`config.mk`:
```
export PLATFORM = sky130hd
export DESIGN_NAME = c1tx_shim
export DESIGN_NICKNAME = d
export VERILOG_FILES = /design/src/hdl/c1tx_pkg.sv /design/src/hdl/c1tx_shim.sv /design/src/hdl/c1tx_packet_drain.sv /design/src/hdl/c1tx_line_buffer.sv /design/src/hdl/c1tx_req_intake.sv
export SDC_FILE = /design/constraint.sdc
export NUM_CORES = 2
export LEC_CHECK = 0
export ABC_AREA = 1
export BUFFER_PORTS_ARGS = -buffer_cell sky130_fd_sc_hd__clkbuf_2
export CORE_UTILIZATION = 45
export DETAILED_ROUTE_END_ITERATION = 8
export PLACE_DENSITY = 0.62
export SLEW_MARGIN = 0
export SYNTH_ARGS = -nofsm -noshare
export SYNTH_HDL_FRONTEND = slang
export SYNTH_SLANG_ARGS = --single-unit
```
`constraint.sdc`:
```
create_clock -name afu_clk -period 7 [get_ports afu_clk]
set_input_delay 0.35 -clock afu_clk [delete_from_list [all_inputs] [get_ports afu_clk]]
set_output_delay 0.35 -clock afu_clk [all_outputs]
set_load 0.05 [all_outputs]
```
`src/hdl/c1tx_pkg.sv`:
```
// Shared definitions for the write-request shim between accelerator and host link
// Holds the beat widths, the buffer and credit sizing and the request-type codes
// The header word is a packed union read either as a write or as a fence
// Modules import it by wildcard in their bodies and use scoped names in port lists

package c1tx_pkg;

    // Payload and header field widths
    localparam int DATA_WIDTH     = 64;
    localparam int ADDR_WIDTH     = 16;
    localparam int TAG_WIDTH      = 8;
    // Line count is coded as lines minus one, so 0, 1 and 3 are legal
    localparam int CL_LEN_WIDTH   = 2;
    localparam int REQ_TYPE_WIDTH = 2;

    // Request type codes
    localparam logic [REQ_TYPE_WIDTH-1:0] REQ_WRLINE_I = 2'd0;
    localparam logic [REQ_TYPE_WIDTH-1:0] REQ_WRLINE_M = 2'd1;
    localparam logic [REQ_TYPE_WIDTH-1:0] REQ_WRFENCE  = 2'd2;

    // Header word is the sum of the write view fields
    // Type, tag, line count, sop and address
    localparam int HDR_WIDTH = REQ_TYPE_WIDTH + TAG_WIDTH + CL_LEN_WIDTH + 1 + ADDR_WIDTH;

    // Bits left over in the fence view
    localparam int FENCE_RSVD_WIDTH = HDR_WIDTH - REQ_TYPE_WIDTH - TAG_WIDTH;

    // Line buffer sizing
    localparam int BUF_DEPTH_RADIX  = 4;
    localparam int BUF_DEPTH        = 2 ** BUF_DEPTH_RADIX;
    // Almost-full once this many free entries or fewer remain
    // Leaves room for beats already in flight toward the buffer
    localparam int BUF_ALMFULL_FREE = 6;

    // Outstanding write credits
    localparam int CREDIT_RADIX = 5;
    localparam int CREDIT_LIMIT = 20;

    // Write view of the header
    typedef struct packed
    {
        logic [REQ_TYPE_WIDTH-1:0] req_type;
        logic [TAG_WIDTH-1:0]      tag;
        logic [CL_LEN_WIDTH-1:0]   cl_len;
        // Set only on the first beat of a packet
        logic                      sop;
        logic [ADDR_WIDTH-1:0]     addr;
    } c1_wr_hdr_t;

    // Fence view of the header
    typedef struct packed
    {
        logic [REQ_TYPE_WIDTH-1:0]   req_type;
        logic [TAG_WIDTH-1:0]        tag;
        logic [FENCE_RSVD_WIDTH-1:0] rsvd;
    } c1_fence_hdr_t;

    // One header word, two decodes
    // The request type sits in the top bits of both views
    typedef union packed
    {
        c1_wr_hdr_t    wr;
        c1_fence_hdr_t fence;
    } c1_hdr_t;

endpackage
```
`src/hdl/c1tx_shim.sv`:
```
// Top level of the write-request shim between accelerator and host link
// Intake registers accelerator beats into the line buffer,
// the drain pops them toward the host without splitting packets
// Everything runs on afu_clk with a synchronous active-high reset

`timescale 1ns/10ps

module c1tx_shim
(
    input  logic                             afu_clk,
    input  logic                             reset,

    // Accelerator side
    input  logic                             afu_tx_valid,
    input  c1tx_pkg::c1_hdr_t                afu_tx_hdr,
    input  logic [c1tx_pkg::DATA_WIDTH-1:0]  afu_tx_data,
    output logic                             afu_tx_almfull,
    output logic                             afu_error,

    // Host side
    output logic                             fiu_tx_valid,
    output c1tx_pkg::c1_hdr_t                fiu_tx_hdr,
    output logic [c1tx_pkg::DATA_WIDTH-1:0]  fiu_tx_data,
    input  logic                             fiu_tx_almfull,
    input  logic                             fiu_rsp_valid
);

    import c1tx_pkg::*;

    // Intake to buffer
    logic                  buf_wr_en;
    c1_hdr_t               buf_wr_hdr;
    logic [DATA_WIDTH-1:0] buf_wr_data;
    logic                  buf_full;
    logic                  buf_almfull;

    // Buffer to drain
    logic                  buf_rd_en;
    logic                  buf_empty;
    c1_hdr_t               buf_rd_hdr;
    logic [DATA_WIDTH-1:0] buf_rd_data;

    c1tx_req_intake u_intake
    (
        .afu_clk        (afu_clk),
        .reset          (reset),
        .afu_tx_valid   (afu_tx_valid),
        .afu_tx_hdr     (afu_tx_hdr),
        .afu_tx_data    (afu_tx_data),
        .fiu_rsp_valid  (fiu_rsp_valid),
        .buf_full       (buf_full),
        .buf_almfull    (buf_almfull),
        .buf_wr_en      (buf_wr_en),
        .buf_wr_hdr     (buf_wr_hdr),
        .buf_wr_data    (buf_wr_data),
        .afu_tx_almfull (afu_tx_almfull),
        .afu_error      (afu_error)
    );

    c1tx_line_buffer u_buffer
    (
        .afu_clk     (afu_clk),
        .reset       (reset),
        .buf_wr_en   (buf_wr_en),
        .buf_wr_hdr  (buf_wr_hdr),
        .buf_wr_data (buf_wr_data),
        .buf_rd_en   (buf_rd_en),
        .buf_rd_hdr  (buf_rd_hdr),
        .buf_rd_data (buf_rd_data),
        .buf_empty   (buf_empty),
        .buf_full    (buf_full),
        .buf_almfull (buf_almfull)
    );

    c1tx_packet_drain u_drain
    (
        .afu_clk        (afu_clk),
        .reset          (reset),
        .buf_empty      (buf_empty),
        .buf_rd_hdr     (buf_rd_hdr),
        .buf_rd_data    (buf_rd_data),
        .buf_rd_en      (buf_rd_en),
        .fiu_tx_almfull (fiu_tx_almfull),
        .fiu_tx_valid   (fiu_tx_valid),
        .fiu_tx_hdr     (fiu_tx_hdr),
        .fiu_tx_data    (fiu_tx_data)
    );

endmodule

```
`src/hdl/c1tx_packet_drain.sv`:
```
// Host side of the write-request shim
// Pops the line buffer toward the host link and registers each popped entry
// Host almost-full stops new packets, but a multi-line write already
// started is always finished so the link never sees half a packet

`timescale 1ns/10ps

module c1tx_packet_drain
(
    input  logic                             afu_clk,
    input  logic                             reset,

    // Line buffer read side
    input  logic                             buf_empty,
    input  c1tx_pkg::c1_hdr_t                buf_rd_hdr,
    input  logic [c1tx_pkg::DATA_WIDTH-1:0]  buf_rd_data,
    output logic                             buf_rd_en,

    // Host link
    input  logic                             fiu_tx_almfull,
    output logic                             fiu_tx_valid,
    output c1tx_pkg::c1_hdr_t                fiu_tx_hdr,
    output logic [c1tx_pkg::DATA_WIDTH-1:0]  fiu_tx_data
);

    import c1tx_pkg::*;

    logic                    in_packet;
    logic [CL_LEN_WIDTH-1:0] rem_beats;
    logic                    complete_partial;
    logic                    starts_packet;

    // Force the rest of a packet out, but only when the previous cycle
    // did not already pop, which keeps pops from running past the last beat
    assign complete_partial = in_packet && !fiu_tx_valid;

    assign buf_rd_en = !buf_empty && (!fiu_tx_almfull || complete_partial);

    // Sent beat valid follows the pop by one cycle
    always_ff @(posedge afu_clk)
    begin
        if (reset)
        begin
            fiu_tx_valid <= 1'b0;
        end
        else
        begin
            fiu_tx_valid <= buf_rd_en;
        end
    end

    // Sent beat payload
    always_ff @(posedge afu_clk)
    begin
        if (buf_rd_en)
        begin
            fiu_tx_hdr  <= buf_rd_hdr;
            fiu_tx_data <= buf_rd_data;
        end
    end

    // Decode the sent header
    // Only a write with sop and more than one line opens a packet
    always_comb
    begin
        case (fiu_tx_hdr.fence.req_type)
            REQ_WRLINE_I,
            REQ_WRLINE_M:
                starts_packet = fiu_tx_hdr.wr.sop && (fiu_tx_hdr.wr.cl_len != '0);
            REQ_WRFENCE:
                starts_packet = 1'b0;
            default:
                starts_packet = 1'b0;
        endcase
    end

    // Packet tracking on each sent beat
    always_ff @(posedge afu_clk)
    begin
        if (reset)
        begin
            in_packet <= 1'b0;
            rem_beats <= '0;
        end
        else if (fiu_tx_valid)
        begin
            if (in_packet)
            begin
                // Last beat when one remains
                in_packet <= (rem_beats != CL_LEN_WIDTH'(1));
                rem_beats <= rem_beats - 1'b1;
            end
            else
            begin
                in_packet <= starts_packet;
                // Code is lines minus one, which is the beats still to come
                rem_beats <= fiu_tx_hdr.wr.cl_len;
            end
        end
    end

endmodule

```
`src/hdl/c1tx_line_buffer.sv`:
```
// Single-clock FIFO holding header plus data beats of the write channel
// Head entry is presented show-ahead, a read pops it on the next edge
// Flags come from the occupancy count left by the last edge
// Almost-full rises while BUF_ALMFULL_FREE or fewer entries are free

`timescale 1ns/10ps

module c1tx_line_buffer
(
    input  logic                             afu_clk,
    input  logic                             reset,

    // Write side
    input  logic                             buf_wr_en,
    input  c1tx_pkg::c1_hdr_t                buf_wr_hdr,
    input  logic [c1tx_pkg::DATA_WIDTH-1:0]  buf_wr_data,

    // Read side
    input  logic                             buf_rd_en,
    output c1tx_pkg::c1_hdr_t                buf_rd_hdr,
    output logic [c1tx_pkg::DATA_WIDTH-1:0]  buf_rd_data,

    // Status
    output logic                             buf_empty,
    output logic                             buf_full,
    output logic                             buf_almfull
);

    import c1tx_pkg::*;

    c1_hdr_t                  hdr_mem  [BUF_DEPTH];
    logic [DATA_WIDTH-1:0]    data_mem [BUF_DEPTH];
    logic [BUF_DEPTH_RADIX-1:0] wr_ptr;
    logic [BUF_DEPTH_RADIX-1:0] rd_ptr;
    // One extra bit so a full buffer is distinct from an empty one
    logic [BUF_DEPTH_RADIX:0] count;
    logic                     do_wr;
    logic                     do_rd;

    // A write into a full buffer only lands when a read frees a slot
    assign do_wr = buf_wr_en && (!buf_full || buf_rd_en);
    assign do_rd = buf_rd_en && !buf_empty;

    // Storage
    always_ff @(posedge afu_clk)
    begin
        if (do_wr)
        begin
            hdr_mem[wr_ptr]  <= buf_wr_hdr;
            data_mem[wr_ptr] <= buf_wr_data;
        end
    end

    // Pointers and occupancy
    always_ff @(posedge afu_clk)
    begin
        if (reset)
        begin
            wr_ptr <= '0;
            rd_ptr <= '0;
            count  <= '0;
        end
        else
        begin
            if (do_wr)
            begin
                wr_ptr <= wr_ptr + 1'b1;
            end
            if (do_rd)
            begin
                rd_ptr <= rd_ptr + 1'b1;
            end
            // Simultaneous push and pop leaves the count alone
            if (do_wr && !do_rd)
            begin
                count <= count + 1'b1;
            end
            else if (!do_wr && do_rd)
            begin
                count <= count - 1'b1;
            end
        end
    end

    // Show-ahead head entry
    assign buf_rd_hdr  = hdr_mem[rd_ptr];
    assign buf_rd_data = data_mem[rd_ptr];

    assign buf_empty   = (count == '0);
    assign buf_full    = (count == (BUF_DEPTH_RADIX+1)'(BUF_DEPTH));
    assign buf_almfull = (count >= (BUF_DEPTH_RADIX+1)'(BUF_DEPTH - BUF_ALMFULL_FREE));

    // The drain never pops an empty buffer
    a_no_read_empty : assert property (
        @(posedge afu_clk) disable iff (reset)
        buf_rd_en |-> !buf_empty
    );

    // The intake never pushes into a full buffer unless a pop makes room
    a_no_write_full : assert property (
        @(posedge afu_clk) disable iff (reset)
        (buf_wr_en && buf_full) |-> buf_rd_en
    );

endmodule

```
`src/hdl/c1tx_req_intake.sv`:
```
// Accelerator side of the write-request shim
// Registers each incoming beat and pushes it into the line buffer
// A beat that meets a full buffer is dropped and latches a sticky error
// Also tracks outstanding write credits and forms almost-full toward the accelerator

`timescale 1ns/10ps

module c1tx_req_intake
(
    input  logic                             afu_clk,
    input  logic                             reset,

    // Accelerator beats
    input  logic                             afu_tx_valid,
    input  c1tx_pkg::c1_hdr_t                afu_tx_hdr,
    input  logic [c1tx_pkg::DATA_WIDTH-1:0]  afu_tx_data,

    // One pulse per returned write credit
    input  logic                             fiu_rsp_valid,

    // Line buffer write side
    input  logic                             buf_full,
    input  logic                             buf_almfull,
    output logic                             buf_wr_en,
    output c1tx_pkg::c1_hdr_t                buf_wr_hdr,
    output logic [c1tx_pkg::DATA_WIDTH-1:0]  buf_wr_data,

    // Status toward the accelerator
    output logic                             afu_tx_almfull,
    output logic                             afu_error
);

    import c1tx_pkg::*;

    logic                    afu_q_valid;
    c1_hdr_t                 afu_q_hdr;
    logic [DATA_WIDTH-1:0]   afu_q_data;
    logic [CREDIT_RADIX-1:0] credit_cnt;

    // Input stage valid
    always_ff @(posedge afu_clk)
    begin
        if (reset)
        begin
            afu_q_valid <= 1'b0;
        end
        else
        begin
            afu_q_valid <= afu_tx_valid;
        end
    end

    // Input stage payload
    always_ff @(posedge afu_clk)
    begin
        afu_q_hdr  <= afu_tx_hdr;
        afu_q_data <= afu_tx_data;
    end

    // Push on the next edge unless the buffer has no room
    assign buf_wr_en   = afu_q_valid && !buf_full;
    assign buf_wr_hdr  = afu_q_hdr;
    assign buf_wr_data = afu_q_data;

    // Credits go up per registered beat, down per response pulse
    always_ff @(posedge afu_clk)
    begin
        if (reset)
        begin
            credit_cnt <= '0;
        end
        else if (afu_q_valid && !fiu_rsp_valid)
        begin
            credit_cnt <= credit_cnt + 1'b1;
        end
        else if (!afu_q_valid && fiu_rsp_valid)
        begin
            credit_cnt <= credit_cnt - 1'b1;
        end
    end

    // Sticky overflow error and registered almost-full
    always_ff @(posedge afu_clk)
    begin
        if (reset)
        begin
            afu_error      <= 1'b0;
            afu_tx_almfull <= 1'b0;
        end
        else
        begin
            // Stays set because a dropped beat is never recovered
            afu_error      <= afu_error || (afu_q_valid && buf_full);
            // Any cause holds off new packets
            afu_tx_almfull <= buf_almfull ||
                              (credit_cnt > CREDIT_RADIX'(CREDIT_LIMIT)) ||
                              afu_error;
        end
    end

    // A response with nothing outstanding would wrap the counter
    a_credit_no_underflow : assert property (
        @(posedge afu_clk) disable iff (reset)
        ((credit_cnt == '0) && fiu_rsp_valid) |-> afu_q_valid
    );

    // A beat on a saturated counter needs a response in the same cycle
    a_credit_no_overflow : assert property (
        @(posedge afu_clk) disable iff (reset)
        ((credit_cnt == '1) && afu_q_valid) |-> fiu_rsp_valid
    );

endmodule

```
==> out/qor.yml <==
status: "finished clean"
tritoncts: "built"
via_per_inst: 5.01
cts_root_buffer: "clkbuf_16"
max_freq_mhz: 270
timing.final.crit_share: 0.529
cp.arrival_ns: 4.24
antennaDiodeCount: 0
placed_area_um2: 72100
crit_path_max_fanout: 92
portBuffers: 193
hold_slack_ns: 0.0613
antenna_found_initial: 3
post_cts_buffers: 0
dp_hpwl_um: 82500
syn_area_per_cell_um2: 10.9
layout_commonest_cell: "nand2_1"
yosysTopAreaCell: "edfxtp_1"
slew_headroom: 0.182
vias: 44100
clk_path_buf_depth: 3
grt_pass1_wl_um: 259000
hold_start: "fiu_tx_almfull"
maxCapViolCount: 0
routed_wirelength_um: 169000
ir_drop_mv: 0.376
worst-setup-path-type: "reg2reg"
io_pins: 194
syn_nets: 6510
area.growth.synth_to_final_pct: 13.4
clk_latency_ns: 0.81
p_clk_frac: 0.337
syn_area_um2: 69400
pwr-share-seq: 0.446
met3_usage: 0.0374
grt_pass1_vias: 43000
rsz0062_at_grt: "no"
grt_max_degree: 201
p_switching_mw: 8.73
drc: 0
synth_area_leaders: "edfxtp_1, nand2_1, nand3_1, inv_1, dfxtp_1"
r2r_start: "u_buffer.rd_ptr[0]"
tritoncts.num_buffers: 176
stdcell_area_um2: 78800
synth_cells: 6396
drtIter0Drc: 3921
layout-drive-gt1-share: 0.0801
detail_route.wl_per_cell_um: 19.2
tritoncts_num_sinks: 1699
fillerInstances: 13100
synth_cell_types: 22
fp.dieW_um: 395
core_um2: 153000
track_usage: 0.217
synth_top_area_frac: 0.684
hold_violations: 0
synth.ff_latch_count: 1699
htreeDepth: 4
grt-ovfl-total: 0
slew_viol_final: 0
seqCellArea_um2: 49900
nNetsFinal: 6728
yosysSeqAreaShare: 0.718
rows: 143
comb_power_share: 0.218
hp-class: "in2reg"
initial_core_util: 0.455
hold_depth: 4
met1_usage: 0.290
tns_ns: 0
r2r_cells: 7
clk_pin_slew_worst_paths_ns: 0.06
swShare: 0.321
gp_congestion: 0.759
setup_violations: 0
critPathLaunchType: "flop"
cp.required_ns: 7.54
rr_endpoint: "u_drain.fiu_tx_data[25]"
met2_usage: 0.363
cell_internal_pwr_mw: 18.5
worst_slew_pin_slew_ns: 1.23
die_h_um: 395
die_area_um2: 156000
drt_first_pass_iters: 8
grt-busiest-layer: "met2"
fin_crit_ns: 3.71
skew_ns: 0.0288
powerDensity_nw_per_um2: 346
p_leak_nw: 33.1
final_cell_mix: "nand2_1, edfxtp_1, inv_1, nand3_1, clkbuf_2"
crit_path_end_kind: "flop"
r2r_setup_slack_ns: 3.29
ant_nets: 0
multi_input_area_um2: 13900
yosys_warnings: 0
holdPathEnd: "u_buffer.rd_ptr[2]"
-- worst max path at each step --
stage,slack (ns),depth (start not counted),endpoint,from
6_report,3.29,7,u_drain.fiu_tx_data[25],u_buffer.rd_ptr[0]
5_1_grt,3.02,7,u_drain.fiu_tx_data[25],u_buffer.rd_ptr[0]
4_1_cts,3.32,7,u_drain.fiu_tx_data[24],u_buffer.rd_ptr[0]
3_5_place_dp,3.33,7,u_drain.fiu_tx_data[25],u_buffer.rd_ptr[0]
3_3_place_gp,3.38,7,u_drain.fiu_tx_hdr[5],u_buffer.rd_ptr[0]
2_1_floorplan,1.70,6,u_buffer.data_mem[0][0],u_buffer.count[1]
-- power by group through the flow --
stage	combinational [mW]	sequential [mW]	clock, mW
after floorplan	3.62	13.0	0
after global placement	5.88	12.4	0
after detailed placement	5.93	12.4	0
after CTS	5.99	12.2	9.32
after global routing	6.55	12.2	9.71
final	5.93	12.1	9.17
-- logic make-up (layout without fill, tap and decap cells) --
family,count (synthesis),in the layout,share of synthesized area
AO/OA/AOI/OAI,36,36,0.00263
XOR/XNOR,4,4,0.000505
adder cells (fa/ha/maj),16,16,0.00310
buffers and inverters,1466,1833,0.0837
flip-flops,1699,1699,0.718
AND/OR/NAND/NOR,3175,3175,0.192
-- flip-flops by register name, summed over array words and instances (netlist names), 2 cells and up --
signal and flops:
u_drain.fiu_tx_hdr 29, u_buffer.data_mem 1024, u_buffer.rd_ptr 4, u_buffer.hdr_mem 464
u_intake.buf_wr_hdr 29, u_drain.fiu_tx_data 64, u_intake.buf_wr_data 64, u_intake.credit_cnt 5
u_drain.rem_beats 2, u_buffer.count 5, u_buffer.wr_ptr 4
-- layout make-up --
class	count	share of cell area
Tap cell	2030	0.0322
Multi-Input combinational cell	3231	0.176
Clock inverter	77	0.00902
Inverter	1155	0.0555
Timing Repair Buffer	351	0.0310
Clock buffer	250	0.0629
Sequential cell	1699	0.633
-- metrics by stage --
stage | instances | utilization | setup slack (ns) | power [mW]
3_3_place_gp | 8371 | 0.473 | 3.38 | 18.2
4_1_cts | 8793 | 0.516 | 3.32 | 27.5
3_5_place_dp | 8371 | 0.473 | 3.33 | 18.3
2_1_floorplan | 6396 | - | 1.70 | 16.6
5_1_grt | 8793 | 0.516 | 3.02 | 28.5
6_report | 8793 | 0.516 | 3.29 | 27.2
-- critical path, cell delays in order, from the launching register on --
cell,delay (ns)
dfxtp_4,0.96
buf_4,0.86
buf_4,0.92
nand2_1,0.13
nand3_1,0.13
nand3_1,0.09
nand3_1,0.16
nand2_1,0.06
-- layer usage --
metal	up-vias	routed length [um]
met2	1425	81500
met4	0	4240
li1	21200	-
met1	21200	72100
met3	272	11000
met5	-	0
-- what timing repair did --
action                                  4_1_cts  5_1_grt
endpoints found under the hold margin        98        0
endpoints found under the setup margin        0        0
resized for setup                             0        0
hold buffers                                 95        0
-- synthesized netlist by cell type --
cell      instances
buf_6             1
nor3_1            1
fa_1              2
nor2_1           43
ha_1             14
buf_4            14
xnor2_1           1
o211ai_1          1
xor2_1            3
nand2_1        1996
clkbuf_1         67
edfxtp_1       1581
buf_1            31
nand4_1           1
inv_1          1151
dfxtp_1         118
a21oi_1          18
nand3_1        1131
buf_2           198
or2_2             3
o21ai_0          17
inv_2             4
(Power assumes the default switching activity.)
